### config.mk
export PLATFORM = sky130hd
export DESIGN_NAME = ahb_sub_top
export DESIGN_NICKNAME = d
export VERILOG_FILES = /design/src/verilog/ahb_sub_pkg.sv /design/src/verilog/client_if.sv /design/src/verilog/ahb_slv_sif.sv /design/src/verilog/client_decode.sv /design/src/verilog/reg_bank.sv /design/src/verilog/msg_fifo.sv /design/src/verilog/ahb_sub_top.sv
export VERILOG_INCLUDE_DIRS = /design/src /design/src/include
export SDC_FILE = /design/constraint.sdc
export NUM_CORES = 1
export LEC_CHECK = 0
export BUFFER_PORTS_ARGS = -buffer_cell sky130_fd_sc_hd__buf_2
export CAP_MARGIN = 15
export CORE_ASPECT_RATIO = 0.5
export CORE_UTILIZATION = 58
export DETAILED_ROUTE_END_ITERATION = 10
export PLACE_DENSITY = 0.9
export SLEW_MARGIN = 20
export SYNTH_ARGS = -nofsm -noshare
export SYNTH_HDL_FRONTEND = slang
export SYNTH_SLANG_ARGS = --single-unit
export TNS_END_PERCENT = 5
### constraint.sdc
create_clock -name hclk -period 6.5 [get_ports hclk]
set_input_delay 1.3 -clock hclk [delete_from_list [all_inputs] [get_ports hclk]]
set_output_delay 1.3 -clock hclk [all_outputs]
set_load 0.02 [all_outputs]
### src/include/ahb_sub_params.svh
// bus widths, client address map, ID value and FIFO depth
`ifndef AHB_SUB_PARAMS_SVH
`define AHB_SUB_PARAMS_SVH

// bus widths
`define AHB_DW 64
`define CLI_DW 32
`define AW 32

// message FIFO entries
`define FIFO_DEPTH 8

// constant returned by the ID register
`define ID_VALUE 32'h4148_4231

// word offsets within the low five address bits
`define REG_BASE 5'h00
`define FIFO_BASE 5'h0C
`define MAP_END 5'h18 // first offset past the FIFO window

`endif

### src/verilog/ahb_sub_pkg.sv
// AHB transfer and size types, client target select and register word addresses
package ahb_sub_pkg;

    // htrans encoding
    typedef enum logic [1:0] {
        HT_IDLE   = 2'b00,
        HT_BUSY   = 2'b01,
        HT_NONSEQ = 2'b10,
        HT_SEQ    = 2'b11
    } htrans_e;

    // hsize encoding, only up to dword on a 64-bit bus
    typedef enum logic [2:0] {
        SZ_BYTE  = 3'b000,
        SZ_HALF  = 3'b001,
        SZ_WORD  = 3'b010,
        SZ_DWORD = 3'b011
    } hsize_e;

    typedef enum logic [1:0] {
        TGT_REG,
        TGT_FIFO,
        TGT_NONE
    } client_tgt_e;

    // word addresses, low five bits of the client address
    typedef enum logic [4:0] {
        REG_ID        = 5'h00,
        REG_SCRATCH   = 5'h04,
        REG_CTRL      = 5'h08,
        REG_STATUS    = 5'h0C,
        REG_FIFO_DATA = 5'h10
    } reg_addr_e;

endpackage

### src/verilog/client_if.sv
// client access interface between the AHB slave interface and the address decoder
`include "ahb_sub_params.svh"

interface client_if;
    import ahb_sub_pkg::*;

    logic               dv;    // one pulse per access, held through wait states
    logic               write;
    logic [`AW-1:0]     addr;
    hsize_e             size;
    logic [`CLI_DW-1:0] wdata;
    logic [`CLI_DW-1:0] rdata;
    logic               hold;  // level, stretches the data phase
    logic               error; // level, decided on the first data-phase cycle

    modport sif (
        output dv, write, addr, size, wdata,
        input  rdata, hold, error
    );

    modport cli (
        input  dv, write, addr, size, wdata,
        output rdata, hold, error
    );

endinterface

### src/verilog/ahb_slv_sif.sv
// AHB-Lite slave interface with address capture, lane select and error/wait response
`include "ahb_sub_params.svh"

module ahb_slv_sif (
    input  logic                 hclk,
    input  logic                 hreset_n,
    input  logic [`AW-1:0]       haddr_i,
    input  logic [`AHB_DW-1:0]   hwdata_i,
    input  logic                 hsel_i,
    input  logic                 hwrite_i,
    input  logic                 hready_i,
    input  ahb_sub_pkg::htrans_e htrans_i,
    input  ahb_sub_pkg::hsize_e  hsize_i,
    input  logic [2:0]           hburst_i,    // no burst sequencing
    input  logic                 hmastlock_i, // no locked transfers
    input  logic [3:0]           hprot_i,     // no protection checks
    output logic                 hresp_o,
    output logic                 hreadyout_o,
    output logic [`AHB_DW-1:0]   hrdata_o,
    client_if.sif                cli
);
    import ahb_sub_pkg::*;

    localparam logic H_OKAY  = 1'b0;
    localparam logic H_ERROR = 1'b1;

    logic               error_f; // second cycle of the error response
    logic [`CLI_DW-1:0] lane;

    // control state, sampled only while the bus is ready
    always_ff @(posedge hclk or negedge hreset_n) begin
        if (!hreset_n) begin
            cli.dv    <= 1'b0;
            cli.write <= 1'b0;
            error_f   <= 1'b0;
        end else begin
            error_f <= cli.error & ~error_f; // one flagged cycle per error
            if (hready_i) begin
                cli.dv <= hsel_i & (htrans_i inside {HT_NONSEQ, HT_SEQ});
            end
            if (hready_i & hsel_i) begin
                cli.write <= hwrite_i;
            end
        end
    end

    // address phase payload
    always_ff @(posedge hclk) begin
        if (hready_i & hsel_i) begin
            cli.addr <= haddr_i;
            cli.size <= hsize_i;
        end
    end

    // write data arrives in the data phase, lane picked by address bit 2
    assign lane = cli.addr[2] ? hwdata_i[`AHB_DW-1:`CLI_DW] : hwdata_i[`CLI_DW-1:0];

    always_comb begin
        case (cli.size)
            SZ_BYTE: cli.wdata = {{(`CLI_DW-8){1'b0}}, lane[7:0]};
            SZ_HALF: cli.wdata = {{(`CLI_DW-16){1'b0}}, lane[15:0]};
            default: cli.wdata = lane;
        endcase
    end

    // read data on the half given by bit 2, other half zero
    always_comb begin
        if (cli.addr[2]) begin
            hrdata_o = {cli.rdata, {`CLI_DW{1'b0}}};
        end else begin
            hrdata_o = {{`CLI_DW{1'b0}}, cli.rdata};
        end
    end

    always_comb begin
        hreadyout_o = 1'b1;
        hresp_o     = H_OKAY;
        if (error_f) begin
            // closing error cycle, the client level is ignored here
            hresp_o = H_ERROR;
        end else if (cli.error) begin
            hreadyout_o = 1'b0;
            hresp_o     = H_ERROR;
        end else if (cli.hold) begin
            hreadyout_o = 1'b0;
        end
    end

    // two-cycle error response as AHB-Lite requires
    a_err_two_cycle: assert property (
        @(posedge hclk) disable iff (!hreset_n)
        (hresp_o == H_ERROR && !hreadyout_o) |=> (hresp_o == H_ERROR && hreadyout_o)
    );

endmodule

### src/verilog/client_decode.sv
// client address decoder with unmapped-address error and read data / hold / error merge
`include "ahb_sub_params.svh"

module client_decode (
    input  logic                   hclk,
    input  logic                   hreset_n,
    client_if.cli                  cli,
    output logic                   reg_sel_o,
    output logic                   fifo_sel_o,
    output logic                   write_o,
    output ahb_sub_pkg::reg_addr_e waddr_o,
    output logic [`CLI_DW-1:0]     wdata_o,
    input  logic [`CLI_DW-1:0]     reg_rdata_i,
    input  logic                   reg_error_i,
    input  logic [`CLI_DW-1:0]     fifo_rdata_i,
    input  logic                   fifo_hold_i,
    input  logic                   fifo_error_i
);
    import ahb_sub_pkg::*;

    logic [4:0]  addr5;
    logic        word_ok; // known word and word aligned
    logic        size_ok;
    client_tgt_e tgt;

    assign addr5   = cli.addr[4:0]; // upper bits alias
    assign word_ok = addr5 inside {REG_ID, REG_SCRATCH, REG_CTRL, REG_STATUS, REG_FIFO_DATA};
    assign size_ok = (cli.size != SZ_DWORD); // no 64-bit client transfers

    always_comb begin
        tgt = TGT_NONE;
        if (word_ok && size_ok) begin
            if (addr5 inside {[`REG_BASE:`FIFO_BASE-1]}) begin
                tgt = TGT_REG;
            end else if (addr5 inside {[`FIFO_BASE:`MAP_END-1]}) begin
                tgt = TGT_FIFO;
            end
        end
    end

    assign reg_sel_o  = cli.dv && (tgt == TGT_REG);
    assign fifo_sel_o = cli.dv && (tgt == TGT_FIFO);
    assign write_o    = cli.write;
    assign waddr_o    = reg_addr_e'(addr5);
    assign wdata_o    = cli.wdata;

    always_comb begin
        cli.rdata = '0;
        if (reg_sel_o) begin
            cli.rdata = reg_rdata_i;
        end else if (fifo_sel_o) begin
            cli.rdata = fifo_rdata_i;
        end
    end

    assign cli.hold  = fifo_sel_o & fifo_hold_i;
    assign cli.error = (cli.dv && (tgt == TGT_NONE))
                     | (reg_sel_o & reg_error_i)
                     | (fifo_sel_o & fifo_error_i);

    a_one_target: assert property (
        @(posedge hclk) disable iff (!hreset_n) $onehot0({reg_sel_o, fifo_sel_o})
    );

endmodule

### src/verilog/reg_bank.sv
// ID, scratch and control registers with sticky lock and read-only protection
`include "ahb_sub_params.svh"

module reg_bank (
    input  logic                   hclk,
    input  logic                   hreset_n,
    input  logic                   sel_i,
    input  logic                   write_i,
    input  ahb_sub_pkg::reg_addr_e addr_i,
    input  logic [`CLI_DW-1:0]     wdata_i,
    output logic [`CLI_DW-1:0]     rdata_o,
    output logic                   error_o
);
    import ahb_sub_pkg::*;

    logic [`CLI_DW-1:0] scratch_q;
    logic               lock_q; // ctrl bit 0
    logic               wr_en;

    // reads are combinational, errors decided in the same cycle
    always_comb begin
        rdata_o = '0;
        error_o = 1'b0;
        case (addr_i)
            REG_ID: begin
                rdata_o = `ID_VALUE;
                error_o = sel_i & write_i; // read-only
            end
            REG_SCRATCH: begin
                rdata_o = scratch_q;
                error_o = sel_i & write_i & lock_q;
            end
            REG_CTRL: begin
                rdata_o = {{(`CLI_DW-1){1'b0}}, lock_q};
            end
            default: begin
                rdata_o = '0;
            end
        endcase
    end

    // a rejected write leaves the register untouched
    assign wr_en = sel_i & write_i & ~error_o;

    always_ff @(posedge hclk or negedge hreset_n) begin
        if (!hreset_n) begin
            scratch_q <= '0;
            lock_q    <= 1'b0;
        end else if (wr_en) begin
            if (addr_i == REG_SCRATCH) begin
                scratch_q <= wdata_i; // whole word
            end
            if (addr_i == REG_CTRL) begin
                lock_q <= lock_q | wdata_i[0]; // set only, reset clears
            end
        end
    end

endmodule

### src/verilog/msg_fifo.sv
// message FIFO with status word, registered read port and overflow/underflow errors
`include "ahb_sub_params.svh"

module msg_fifo (
    input  logic                   hclk,
    input  logic                   hreset_n,
    input  logic                   sel_i,
    input  logic                   write_i,
    input  ahb_sub_pkg::reg_addr_e addr_i,
    input  logic [`CLI_DW-1:0]     wdata_i,
    output logic [`CLI_DW-1:0]     rdata_o,
    output logic                   hold_o,
    output logic                   error_o
);
    import ahb_sub_pkg::*;

    localparam int PW = $clog2(`FIFO_DEPTH);
    localparam int CW = $clog2(`FIFO_DEPTH + 1);

    logic [`CLI_DW-1:0] mem [`FIFO_DEPTH];
    logic [`CLI_DW-1:0] rd_q;      // output register of the storage
    logic [PW-1:0]      wptr_q;
    logic [PW-1:0]      rptr_q;
    logic [CW-1:0]      count_q;
    logic               rd_pend_q; // pop data sits in rd_q
    logic               full;
    logic               empty;
    logic               is_stat;
    logic               push_req;
    logic               pop_req;
    logic               push;
    logic               pop;
    logic [`CLI_DW-1:0] status;

    assign full     = (count_q == CW'(`FIFO_DEPTH));
    assign empty    = (count_q == '0);
    assign is_stat  = (addr_i == REG_STATUS);
    assign push_req = sel_i & write_i & (addr_i == REG_FIFO_DATA);
    assign pop_req  = sel_i & ~write_i & (addr_i == REG_FIFO_DATA);

    // underflow errors at once, no hold
    assign hold_o  = pop_req & ~empty & ~rd_pend_q;
    assign error_o = (sel_i & write_i & is_stat) | (push_req & full) | (pop_req & empty);
    assign push    = push_req & ~full;
    assign pop     = pop_req & rd_pend_q; // pointer moves as the data returns

    assign status  = {{(`CLI_DW-10){1'b0}}, empty, full, {(8-CW){1'b0}}, count_q};
    assign rdata_o = is_stat ? status : rd_q;

    always_ff @(posedge hclk or negedge hreset_n) begin
        if (!hreset_n) begin
            wptr_q    <= '0;
            rptr_q    <= '0;
            count_q   <= '0;
            rd_pend_q <= 1'b0;
        end else begin
            rd_pend_q <= hold_o;
            if (push) begin
                wptr_q  <= wptr_q + 1'b1;
                count_q <= count_q + 1'b1;
            end else if (pop) begin
                rptr_q  <= rptr_q + 1'b1;
                count_q <= count_q - 1'b1;
            end
        end
    end

    always_ff @(posedge hclk) begin
        if (push) begin
            mem[wptr_q] <= wdata_i;
        end
        if (hold_o) begin
            rd_q <= mem[rptr_q];
        end
    end

    a_count_max: assert property (
        @(posedge hclk) disable iff (!hreset_n) count_q <= CW'(`FIFO_DEPTH)
    );

endmodule

### src/verilog/ahb_sub_top.sv
// top level of the AHB-Lite peripheral, slave interface, decoder, registers and FIFO
`include "ahb_sub_params.svh"

module ahb_sub_top (
    input  logic                 hclk,
    input  logic                 hreset_n,
    input  logic [`AW-1:0]       haddr_i,
    input  logic [`AHB_DW-1:0]   hwdata_i,
    input  logic                 hsel_i,
    input  logic                 hwrite_i,
    input  logic                 hready_i,
    input  ahb_sub_pkg::htrans_e htrans_i,
    input  ahb_sub_pkg::hsize_e  hsize_i,
    input  logic [2:0]           hburst_i,
    input  logic                 hmastlock_i,
    input  logic [3:0]           hprot_i,
    output logic                 hresp_o,
    output logic                 hreadyout_o,
    output logic [`AHB_DW-1:0]   hrdata_o
);
    import ahb_sub_pkg::*;

    // decoder to target wires
    logic               reg_sel;
    logic               fifo_sel;
    logic               write;
    reg_addr_e          waddr;
    logic [`CLI_DW-1:0] wdata;
    logic [`CLI_DW-1:0] reg_rdata;
    logic               reg_error;
    logic [`CLI_DW-1:0] fifo_rdata;
    logic               fifo_hold;
    logic               fifo_error;

    client_if cli_bus ();

    ahb_slv_sif u_sif (
        .hclk        (hclk),
        .hreset_n    (hreset_n),
        .haddr_i     (haddr_i),
        .hwdata_i    (hwdata_i),
        .hsel_i      (hsel_i),
        .hwrite_i    (hwrite_i),
        .hready_i    (hready_i),
        .htrans_i    (htrans_i),
        .hsize_i     (hsize_i),
        .hburst_i    (hburst_i),
        .hmastlock_i (hmastlock_i),
        .hprot_i     (hprot_i),
        .hresp_o     (hresp_o),
        .hreadyout_o (hreadyout_o),
        .hrdata_o    (hrdata_o),
        .cli         (cli_bus.sif)
    );

    client_decode u_decode (
        .hclk         (hclk),
        .hreset_n     (hreset_n),
        .cli          (cli_bus.cli),
        .reg_sel_o    (reg_sel),
        .fifo_sel_o   (fifo_sel),
        .write_o      (write),
        .waddr_o      (waddr),
        .wdata_o      (wdata),
        .reg_rdata_i  (reg_rdata),
        .reg_error_i  (reg_error),
        .fifo_rdata_i (fifo_rdata),
        .fifo_hold_i  (fifo_hold),
        .fifo_error_i (fifo_error)
    );

    reg_bank u_regs (
        .hclk     (hclk),
        .hreset_n (hreset_n),
        .sel_i    (reg_sel),
        .write_i  (write),
        .addr_i   (waddr),
        .wdata_i  (wdata),
        .rdata_o  (reg_rdata),
        .error_o  (reg_error)
    );

    msg_fifo u_fifo (
        .hclk     (hclk),
        .hreset_n (hreset_n),
        .sel_i    (fifo_sel),
        .write_i  (write),
        .addr_i   (waddr),
        .wdata_i  (wdata),
        .rdata_o  (fifo_rdata),
        .hold_o   (fifo_hold),
        .error_o  (fifo_error)
    );

endmodule

[Word-level counts from Yosys, hierarchy flattened]
Memory sizes are Yosys's and may differ from the RTL's. A register that Yosys moved wholly into a read port is not among the register bits.
Index checks and enable logic that the tools add are counted.
Storage, ports and cells
  register bits after elaboration: 55
  bits in writable memories: 256
  input bits: 114
  memories kept: 1
Memories
  u_fifo.mem: depth 8, bits a word 32, rd ports 1, clocked after memory_dff 1, write ports 1, RTL line msg_fifo.sv:20  | logic [`CLI_DW-1:0] mem [`FIFO_DEPTH];
Cells by class
  multiplexer cells: 20
  add/subtract/negate cells: 4
  reductions and logical operators: 16
  order comparisons: 4
  equality and inequality tests: 11
  bitwise operators: 32
Operator list (count)
  32-bit two-way mux: 4
  32-bit one-hot mux with 3 select lines: 1
  64-bit two-way mux: 1
  32-bit one-hot mux with 2 select lines: 1
  1-bit AND: 20
  5-bit by 4-bit == test with 1-bit output (second input constant): 2
  4-bit two-way mux: 2
  1-bit two-way mux: 7
  1-bit NOT: 7
  3-bit by 1-bit adder with 3-bit output (second input constant): 2
  2-bit == test (second input constant): 3
  1-bit logical AND: 6
  2-bit two-way mux: 3
  2-bit AND reduction: 3
  5-bit by 3-bit == test with 1-bit output (second input constant): 1
  5-bit == test (second input constant): 1
  5-bit by 1-bit greater-or-equal comparator with 1-bit output (second input constant): 1
  5-bit by 4-bit greater-or-equal comparator with 1-bit output (second input constant): 1
  5-bit by 4-bit <= comparator with 1-bit output (second input constant): 1
  5-bit <= comparator (second input constant): 1
  5-bit zero test: 1
  1-bit bitwise OR: 5
  5-bit nonzero test: 1
  4-bit by 1-bit adder with 4-bit output (second input constant): 1
  10 further kinds: 11

[Longest topological paths before layout]
Gate-level depths: netlist (run 1).
  depth in word-level cells: 16
  gate-level depth with buffers: 10

[Modules after synthesis]
A second synthesis (run 1) with hierarchy kept.
Second synthesis, totals
  cell total of the unflattened synthesis: 973
  area, all modules: 16077.9 µm²
Modules (own cells, without submodules)
  msg_fifo: cells an instance 513, area each 11534.8 µm², sequential area each 8923.6 µm², instances 1
  ahb_slv_sif: cells an instance 180, area each 2135.8 µm², sequential area each 1126.1 µm², instances 1
  reg_bank: cells an instance 123, area each 1535.2 µm², sequential area each 825.8 µm², instances 1
  client_decode: cells an instance 157, area each 872.1 µm², sequential area each 0.0 µm², instances 1

[Worst setup path before layout (run 1)]
OpenSTA, ideal clock, no wires.
  path kind: reg2reg
  start point: register u_sif.cli.addr[3]
  end point: memory u_fifo.mem[2][0] (netlist name), enable pin
  slack: 0.870 ns
  setup time: 0.513 ns
  cell stages (with the launch flop): 7
  data arrival time: 5.117 ns
  clock period less this slack: 5.630 ns
  cells stage by stage: edfxtp_1 clkbuf_1 or3b_2 a211oi_2 nand2_1 buf_2 nor4b_1
Between the ends
  word-level cells in the longest chain between the ends: 12
RTL lines
  start, declared: RTL line client_if.sv:17  | output dv, write, addr, size, wdata,
  start signal, assigned: RTL line ahb_slv_sif.sv:50  | cli.addr <= haddr_i;
  5-bit by 4-bit greater-or-equal comparator with 1-bit output / 5-bit <= comparator (equally long branches): RTL line client_decode.sv:35  | end else if (addr5 inside {[`FIFO_BASE:`MAP_END-1]}) begin
  1-bit logical AND: RTL line client_decode.sv:35
  2-bit two-way mux: RTL line client_decode.sv:35
  2-bit two-way mux: RTL line client_decode.sv:33  | if (addr5 inside {[`REG_BASE:`FIFO_BASE-1]}) begin
  2-bit two-way mux: RTL line client_decode.sv:32  | if (word_ok && size_ok) begin
  2-bit by 1-bit == test with 1-bit output: RTL line client_decode.sv:42  | assign fifo_sel_o = cli.dv && (tgt == TGT_FIFO);
  1-bit logical AND: RTL line client_decode.sv:42
  1-bit AND: RTL line msg_fifo.sv:38  | assign push_req = sel_i & write_i & (addr_i == REG_FIFO_DATA);
  1-bit AND (*): RTL line msg_fifo.sv:38
  1-bit AND (*): RTL line msg_fifo.sv:44  | assign push = push_req & ~full;
  1-bit two-way mux (*): RTL line msg_fifo.sv:69  | if (push) begin
  1-bit two-way mux (implied by the code) (*): RTL line msg_fifo.sv:70  | mem[wptr_q] <= wdata_i;
  end, declared: RTL line msg_fifo.sv:20
Mark *: on every way between the ends. The rest lies on a longest branch, timed or not.

[Worst setup path after layout (run 1)]
  start point: register u_sif.cli.addr[3]
  end point: output hresp_o
Between the ends
  word-level cells in the longest chain between the ends: 16
RTL lines
  5-bit by 4-bit greater-or-equal comparator with 1-bit output / 5-bit <= comparator (equally long branches): RTL line client_decode.sv:35
  1-bit logical AND: RTL line client_decode.sv:35
  2-bit two-way mux: RTL line client_decode.sv:35
  2-bit two-way mux: RTL line client_decode.sv:33
  2-bit two-way mux: RTL line client_decode.sv:32
  2-bit by 1-bit == test with 1-bit output: RTL line client_decode.sv:42
  1-bit logical AND: RTL line client_decode.sv:42
  1-bit AND: RTL line msg_fifo.sv:38, msg_fifo.sv:43
  1-bit AND: RTL line msg_fifo.sv:38
  1-bit AND: RTL line msg_fifo.sv:43  | assign error_o = (sel_i & write_i & is_stat) | (push_req & full) | (pop_req & empty);
  1-bit bitwise OR (2 in series): RTL line msg_fifo.sv:43
  1-bit AND: RTL line client_decode.sv:59  | | (fifo_sel_o & fifo_error_i);
  1-bit bitwise OR (*): RTL line client_decode.sv:59
  1-bit two-way mux (*): RTL line ahb_slv_sif.sv:81  | end else if (cli.error) begin
  1-bit two-way mux (*): RTL line ahb_slv_sif.sv:78  | if (error_f) begin
  end, declared: RTL line ahb_sub_top.sv:17  | output logic hresp_o,
Marks and branches as above.

==> results of run 1 <==
## worst max-delay path: stages, from the launching register on
cell,delay [ps]
edfxtp_1,740
nor2_1,250
and4_1,910
o21ai_0,370
nand3b_1,250
buf_2,200
## routing by layer
metal	share of wire, %	vias up	routed length, µm
li1	-	3336	-
met1	37	4042	12600
met2	50	539	16700
met3	9.0	123	3020
met4	4.0	0	1360
met5	0	-	0
## state kept, by name, summed over array words and instances, names as in the netlist
signal            cells
u_fifo.mem          256
u_fifo.rd_q          32
u_regs.scratch_q     32
u_sif.cli.addr        5
u_fifo.count_q        4
u_fifo.rptr_q         3
u_fifo.wptr_q         3
u_sif.cli.size        3
u_fifo.rd_pend_q      1
u_regs.lock_q         1
u_sif.cli.dv          1
u_sif.cli.write       1
u_sif.error_f         1
## cell families after synthesis
group	Yosys count	synth area share (%)
buffers and inverters	48	1.52
muxes	166	18.1
AOI/OAI and AO/OA	50	2.29
adders and majority gates	5	0.497
DFF	343	71.4
xor gates and xnor gates	6	0.373
and+or+nand+nor	147	5.80
## cell usage in the layout (no fill, tap or decap), types with 5 or more instances in the layout
cell type / count
bufinv_16: 5
mux4_2: 64
mux2i_1: 26
nor2_1: 32
clkinv_2: 7
a21oi_1: 16
inv_1: 7
buf_4: 26
and2_1: 40
clkinv_1: 7
o21ai_0: 8
a211oi_1: 5
nand2_1: 25
dfrtp_1: 44
buf_2: 143
edfxtp_1: 296
clkbuf_16: 29
a21boi_0: 9
and3_1: 8
mux2_2: 73
nor3_1: 6
## power breakdown
group | switching, mW | internal, mW | leakage (nW)
Combinational | 0.128 | 0.0672 | 2.13
Sequential | 0.0301 | 2.43 | 3.32
Clock | 0.784 | 1.02 | 0.475
## per-stage QoR
stage | power, mW | hold WS, ps
2_1_floorplan | 2.60 | 414
3_3_place_gp | 2.67 | 431
3_5_place_dp | 2.69 | 438
4_1_cts | 4.46 | 444
5_1_grt | 4.56 | 465
6_report | 4.46 | 457
## path summary, 6_finish.rpt
| kind | to | depth (start not counted) | slack, ps | start |
|---|---|---|---|---|
| hold reg to reg | u_sif.error_f | 1 | 460 | u_sif.error_f |
| max in group asynchronous | u_fifo.rptr_q[0] | 2 | 4950 | hreset_n |
| hold / removal | u_sif.error_f | 1 | 460 | u_sif.error_f |
| setup / recovery | hresp_o | 5 | 1930 | u_sif.cli.addr[3] |
| min in group asynchronous | u_regs.scratch_q[29] | 1 | 600 | hreset_n |
| setup reg to reg | u_fifo.mem[1][4] | 5 | 2250 | u_sif.cli.addr[3] |
## area by class of cell
class	instances	area (µm²)	share of cell area [%]
Clock buffer	31	743	4.57
Clock inverter	22	234	1.44
Inverter	7	26.3	0.162
Tap cell	307	384	2.36
Multi-Input combinational cell	374	3880	23.9
Sequential cell	343	10100	62.0
Timing Repair Buffer	169	911	5.60
==> results.ini, run 1 <==
[finish]
fin_cells = 1253
finalInstanceArea_um2 = 16300
antennaDiodeCount = 0
areaGrowthSynthToFinish_pct = 15.3
finalCoreUtilization_pct = 69.7
layout-drive-gt1-share_pct = 38.9
nets = 1043
filler_cell_count = 1326

[timing]
finalSetupViolations = 0
period_share_pct = 70.3
skew_ps = 11.6
maxSlewViolCount = 0
fin_ws_ps = 1930
maxSlewHeadroom_pct = 25.9
fmax_mhz = 219
finalHoldViolCount = 0
fin_tns_setup_ps = 0
min_period_ps = 4570
worst_slew_pin_slew_ps = 1110
rsz0062_at_grt = false

[grt]
grt_pass1_vias = 8361
grt-ovfl-total = 0
grt_pass1_wl_mm = 50.4
grt_max_degree = 42
grtUsageMet2_pct = 46.1
grt_use_met1_pct = 36.3
globalRouteTotalUtil_pct = 27.4
antenna_found_initial = 0
met3_usage_pct = 4.55
top_usage_layer = met2

[power]
p_per_area_nw_per_um2 = 274
ir_drop_mv = 0.173
p_leak_nw = 5.92

[place]
dp_slack_ps = 2410
place_congestion = 0.960
dpl_cell_area_um2 = 15300
io_buffer_count = 143
hpwl_mm = 19.3
place_inst = 1200

[floorplan]
pin_count = 180
start_util_pct = 60.4
core.rowCount = 39
dieArea_um2 = 25000
fp.dieH_um = 112
core_um2 = 23300
chipWidth_um = 223

[synth]
yosysTopAreaCellShare_pct = 63.0
async_flop_share_pct = 13.7
yosysWarningCount = 0
syn_area_per_cell_um2 = 18.4
synthMostInstantiatedCell = edfxtp_1
synth_top_area_cell = edfxtp_1
synth-edff-count = 296
synth_top_cells_by_area = edfxtp_1, mux4_2, dfrtp_1
ys_seq_area_share_pct = 71.4
ys_ff_latch = 343
synthTopCellsByCount = edfxtp_1, mux2_2, mux4_2
synth.distinct_cells = 51
synth_flop_cell = edfxtp_1
synthesis.nets = 884
syn-cell-area_um2 = 14100
syn_inst = 765

[drt]
drt-total-wl_mm = 33.7
ant_nets = 0
route.detailed.drc = 0
via_per_inst = 6.42
drt_pass1_iterations = 6
drt_iter0_drc = 860
wl_per_cell_um = 26.9
vias = 8040

[clock_network]
cts_buffer_depth = 3
cts_tree = built
htreeDepth = 1
clk_latency_ps = 550
ctsHoldBuffers = 0
root_buffer = clkbuf_16
cts_setup_buffers = 0
post_cts_resized = 0
cts.sinks = 343
path_clk_slew_ps = 70
numCtsBuffers = 29

[status]
status = complete, no violations

[critical_path]
start_kind = flip-flop
worstPathRequired_ps = 5200
cp_max_fo = 28
crit_type = reg -> out
cp-end-kind = primary output
critPathArrivalTime_ps = 3270

[min_path]
hold_class = reg -> reg

[job]
maxCapViolCount = 0

Power figures use the tool's default switching activity.
==> inputs of run 2 (changes only) <==
--- a/config.mk
+++ b/config.mk
@@ -9,9 +9,9 @@
 export BUFFER_PORTS_ARGS = -buffer_cell sky130_fd_sc_hd__buf_2
 export CAP_MARGIN = 15
 export CORE_ASPECT_RATIO = 0.5
-export CORE_UTILIZATION = 58
+export CORE_UTILIZATION = 52
 export DETAILED_ROUTE_END_ITERATION = 10
-export PLACE_DENSITY = 0.9
+export PLACE_DENSITY = 0.86
 export SLEW_MARGIN = 20
 export SYNTH_ARGS = -nofsm -noshare
 export SYNTH_HDL_FRONTEND = slang
==> constraint.sdc (replaced) <==
create_clock -name hclk -period 4.19 [get_ports hclk]
set_input_delay 0.838 -clock hclk [delete_from_list [all_inputs] [get_ports hclk]]
set_output_delay 0.838 -clock hclk [all_outputs]
set_load 0.02 [all_outputs]
==> results.ini, run 2 (synthesis results as in run 1) <==
[status]
status = complete, no violations

[floorplan]
core.rowCount = 42
core_um2 = 26500
chipWidth_um = 235
start_util_pct = 53.1
dieArea_um2 = 27800
fp.dieH_um = 118
pin_count = 180

[timing]
finalHoldViolCount = 0
min_period_ps = 4010
fin_tns_setup_ps = 0
finalSetupViolations = 0
skew_ps = 20.4
fin_ws_ps = 184
fmax_mhz = 250
maxSlewHeadroom_pct = 24.4
worst_slew_pin_slew_ps = 1130
period_share_pct = 95.6
holdWs_ps = 362
rsz0062_at_grt = false
maxSlewViolCount = 0

[finish]
layout_common_cells = edfxtp_1, buf_2, mux2_2
layout-drive-gt1-share_pct = 39.0
largest_reg_flops = 256
nets = 1044
finalCoreUtilization_pct = 61.9
filler_cell_count = 1658
reg_top3 = u_fifo.mem: 256 flops, u_fifo.rd_q: 32 flops, u_regs.scratch_q: 32 flops
final_common_cell = edfxtp_1
finalInstanceArea_um2 = 16400
fin_cells = 1302
areaGrowthSynthToFinish_pct = 16.6
regMostFlops = u_fifo.mem

[clock_network]
root_buffer = clkbuf_16
cts_setup_buffers = 0
htreeDepth = 1
numCtsBuffers = 29
path_clk_slew_ps = 70
post_cts_resized = 0
cts.sinks = 343
cts_tree = built
clk_latency_ps = 570
cts_buffer_depth = 3
ctsHoldBuffers = 0

[critical_path]
critPathArrivalTime_ps = 3170
crit_type = reg -> out
worstPathRequired_ps = 3350
timing.rr.end = u_fifo.count_q[3]
r2r-start = u_sif.cli.addr[2]
r2r_slack_ps = 750
rr_worst_depth = 10
cp-end-kind = primary output
cp_max_fo = 31
start_kind = flip-flop

[power]
ir_drop_mv = 0.286
p_leak_nw = 5.97
p_per_area_nw_per_um2 = 429
power_mw = 7.06

[grt]
met3_usage_pct = 4.02
grt_pass1_vias = 8585
antenna_found_initial = 1
globalRouteTotalUtil_pct = 25.5
grt_use_met1_pct = 31.5
grt_pass1_wl_mm = 52.2
grt_max_degree = 35
grt-ovfl-total = 0
grtUsageMet2_pct = 43.7
top_usage_layer = met2

[drt]
drt-total-wl_mm = 35.7
via_per_inst = 6.37
ant_nets = 0
vias = 8300
wl_per_cell_um = 27.4
drt_pass1_iterations = 6
drt_iter0_drc = 1090
route.detailed.drc = 0

[place]
place_congestion = 0.815
dp_slack_ps = 865
dpl_cell_area_um2 = 15400
io_buffer_count = 143
hpwl_mm = 19.9
place_inst = 1246

[job]
maxCapViolCount = 0

[min_path]
hold_class = in -> async

[run 2: cell types whose count changed in the layout (fill, tap and decap cells not counted)]
cell,delta
clkbuf_8,+2
buf_4,-4
clkinv_1,-6
buf_12,+5
nor4_2,+1
bufinv_16,+1
clkinvlp_4,-2
clkinv_2,-1
inv_16,+1
nor4_4,-1
clkbuf_1,+6
diode_2,+2
[run 2: critical path, cell delays in order (launching register included)]
cell	delay, ps
edfxtp_1	380
buf_4	490
nand2b_1	200
nor4_2	820
buf_4	360
and2_1	180
buf_2	170
[run 2: routing by layer]
metal	vias up	wire, µm	share of wire [%]
met2	609	18100	51
met1	4170	12700	36
met5	-	0	0
met4	0	1850	5.2
li1	3355	-	-
met3	166	3110	8.7
[run 2: where the power goes]
group	internal [mW]	total [mW]	switching (mW)
Clock	1.71	2.94	1.23
Combinational	0.108	0.316	0.208
Sequential	3.76	3.80	0.0398
[run 2: how the worst max path moves through the flow]
stage	startpoint	to	slack, ps	depth (start not counted)
2_1_floorplan	u_sif.cli.addr[3]	u_fifo.mem[2][0]	-1440	6
3_3_place_gp	u_sif.cli.addr[2]	hrdata_o[53]	900	6
3_5_place_dp	u_sif.cli.addr[2]	u_fifo.count_q[3]	870	10
4_1_cts	u_sif.cli.addr[2]	hrdata_o[60]	250	6
5_1_grt	u_sif.cli.addr[2]	hrdata_o[53]	150	6
6_report	u_sif.cli.addr[2]	hrdata_o[60]	180	6
[run 2: final cells by class]
cell class	instances	area, µm²	share of cell area (%)
flip-flops and latches	343	10100	61.3
multi-input cells	374	3880	23.6
repair buffers	170	981	5.97
clock buffers	39	793	4.83
well taps	352	440	2.68
clock inverters	15	241	1.47
inverters	7	26.3	0.160
diodes	2	5.00	0.0305
==> inputs of run 3 (changes only) <==
--- a/config.mk
+++ b/config.mk
@@ -8,7 +8,7 @@
 export LEC_CHECK = 0
 export BUFFER_PORTS_ARGS = -buffer_cell sky130_fd_sc_hd__buf_2
 export CAP_MARGIN = 15
-export CORE_ASPECT_RATIO = 0.5
+export CORE_ASPECT_RATIO = 0.6
 export CORE_UTILIZATION = 52
 export DETAILED_ROUTE_END_ITERATION = 10
 export PLACE_DENSITY = 0.86
==> results.ini, run 3 (synthesis results as in run 1) <==
[status]
status = complete, no violations

[timing]
period_share_pct = 92.9
maxSlewViolCount = 0
worst_slew_pin_slew_ps = 1060
fin_tns_setup_ps = 0
min_period_ps = 3890
rsz0062_at_grt = false
finalHoldViolCount = 0
finalSetupViolations = 0
maxSlewHeadroom_pct = 29.3
fmax_mhz = 257
skew_ps = 23.6

[finish]
regMostFlops = u_fifo.mem
layout-drive-gt1-share_pct = 39.1
areaGrowthSynthToFinish_pct = 16.1
reg_top3 = u_fifo.mem: 256 flops, u_fifo.rd_q: 32 flops, u_regs.scratch_q: 32 flops
largest_reg_flops = 256
final_common_cell = edfxtp_1
layout_common_cells = edfxtp_1, buf_2, mux2_2
fin_cells = 1315
nets = 1050

[critical_path]
start_kind = flip-flop
r2r_slack_ps = 870
worstPathCellList = or3b_2, a211oi_2, o21ai_0, a21boi_0, buf_2
max_stage_delay_ps = 660
critPathTopFamily = compound AO/OA/AOI/OAI gates
crit_type = reg -> out
worstPathRequired_ps = 3350
critPathArrivalTime_ps = 3050
crit_buf_inv = 1
crit_slowest_cell = edfxtp_1
cp-end-kind = primary output
cp_max_fo = 16

[place]
place_congestion = 0.870
io_buffer_count = 143
place_inst = 1260
hpwl_mm = 19.2

[clock_network]
clk_latency_ps = 560
path_clk_slew_ps = 70
cts_setup_buffers = 0
cts.sinks = 343
cts_tree = built
root_buffer = clkbuf_16
htreeDepth = 1
post_cts_resized = 0
cts_buffer_depth = 3
numCtsBuffers = 29
ctsHoldBuffers = 0

[floorplan]
fp.dieH_um = 130
dieArea_um2 = 27800
core_um2 = 26500
chipWidth_um = 215
start_util_pct = 53.1
pin_count = 180
core.rowCount = 46

[grt]
grt_pass1_wl_mm = 47.0
antenna_found_initial = 1
grt-ovfl-total = 0
grt_pass1_vias = 7720
globalRouteTotalUtil_pct = 23.2
grt_max_degree = 67

[drt]
via_per_inst = 5.93
highest_layer = met4
route.detailed.drc = 0
m1WireLength_mm = 13.6
wl_per_cell_um = 23.9
ant_nets = 0
drt_iter0_drc = 736
wl_met2_mm = 14.7
met3_length_mm = 2.69
drt-total-wl_mm = 31.5
vias = 7799
drt_pass1_iterations = 5

[min_path]
hold_class = in -> async

[power]
power_mw = 6.90
p_leak_nw = 5.96
p_per_area_nw_per_um2 = 421
ir_drop_mv = 0.323

[job]
maxCapViolCount = 0

==> run 3: report_power, final <==
group | leakage [nW] | switching (mW) | total, mW | internal, mW
Combinational | 2.17 | 0.196 | 0.302 | 0.106
Sequential | 3.32 | 0.0416 | 3.81 | 3.76
Clock | 0.478 | 1.18 | 2.79 | 1.61
==> run 3: per-stage QoR <==
step	worst slack (ps)	area, µm²	util [%]	hold WS, ps
2_1_floorplan	-1440	14100	-	414
3_3_place_gp	977	15400	58.0	425
3_5_place_dp	940	15400	58.0	443
4_1_cts	358	16400	61.7	358
5_1_grt	92.7	16400	61.7	395
6_report	299	16400	61.7	373
==> run 3: area by class of cell <==
cell class	count	area [µm²]
Sequential cell	343	10100
Clock buffer	38	769
Inverter	7	26.3
Tap cell	360	450
Multi-Input combinational cell	374	3880
Antenna cell	1	2.50
Fill cell	1823	10200
Timing Repair Buffer	176	963
Clock inverter	16	211
==> run 3: worst paths after layout <==
path / startpoint / endpoint / cells after the start
hold reg to reg: u_sif.error_f / u_sif.error_f / 1
setup / recovery: u_sif.cli.addr[4] / hrdata_o[40] / 5
hold / removal: hreset_n / u_regs.scratch_q[20] / 1
min in group hclk: u_sif.error_f / u_sif.error_f / 1
max in group asynchronous: hreset_n / u_regs.scratch_q[10] / 2
setup reg to reg: u_sif.cli.addr[4] / u_fifo.count_q[3] / 9
==> run 3: layer usage <==
layer	GRT usage, %	vias up
met1	33.6	4023
met5	0	-
li1	-	3359
met4	4.83	0
met2	37.1	375
met3	4.86	42
==> run 3: worst reg2reg max path, stage by stage, from the launching register on <==
cell and delay [ps]:
edfxtp_1 660, or3b_2 520, a211oi_2 530, nand2_1 100
buf_4 230, ha_1 310, a21o_1 200, a21o_1 190
or4_1 400, nand4b_1 110
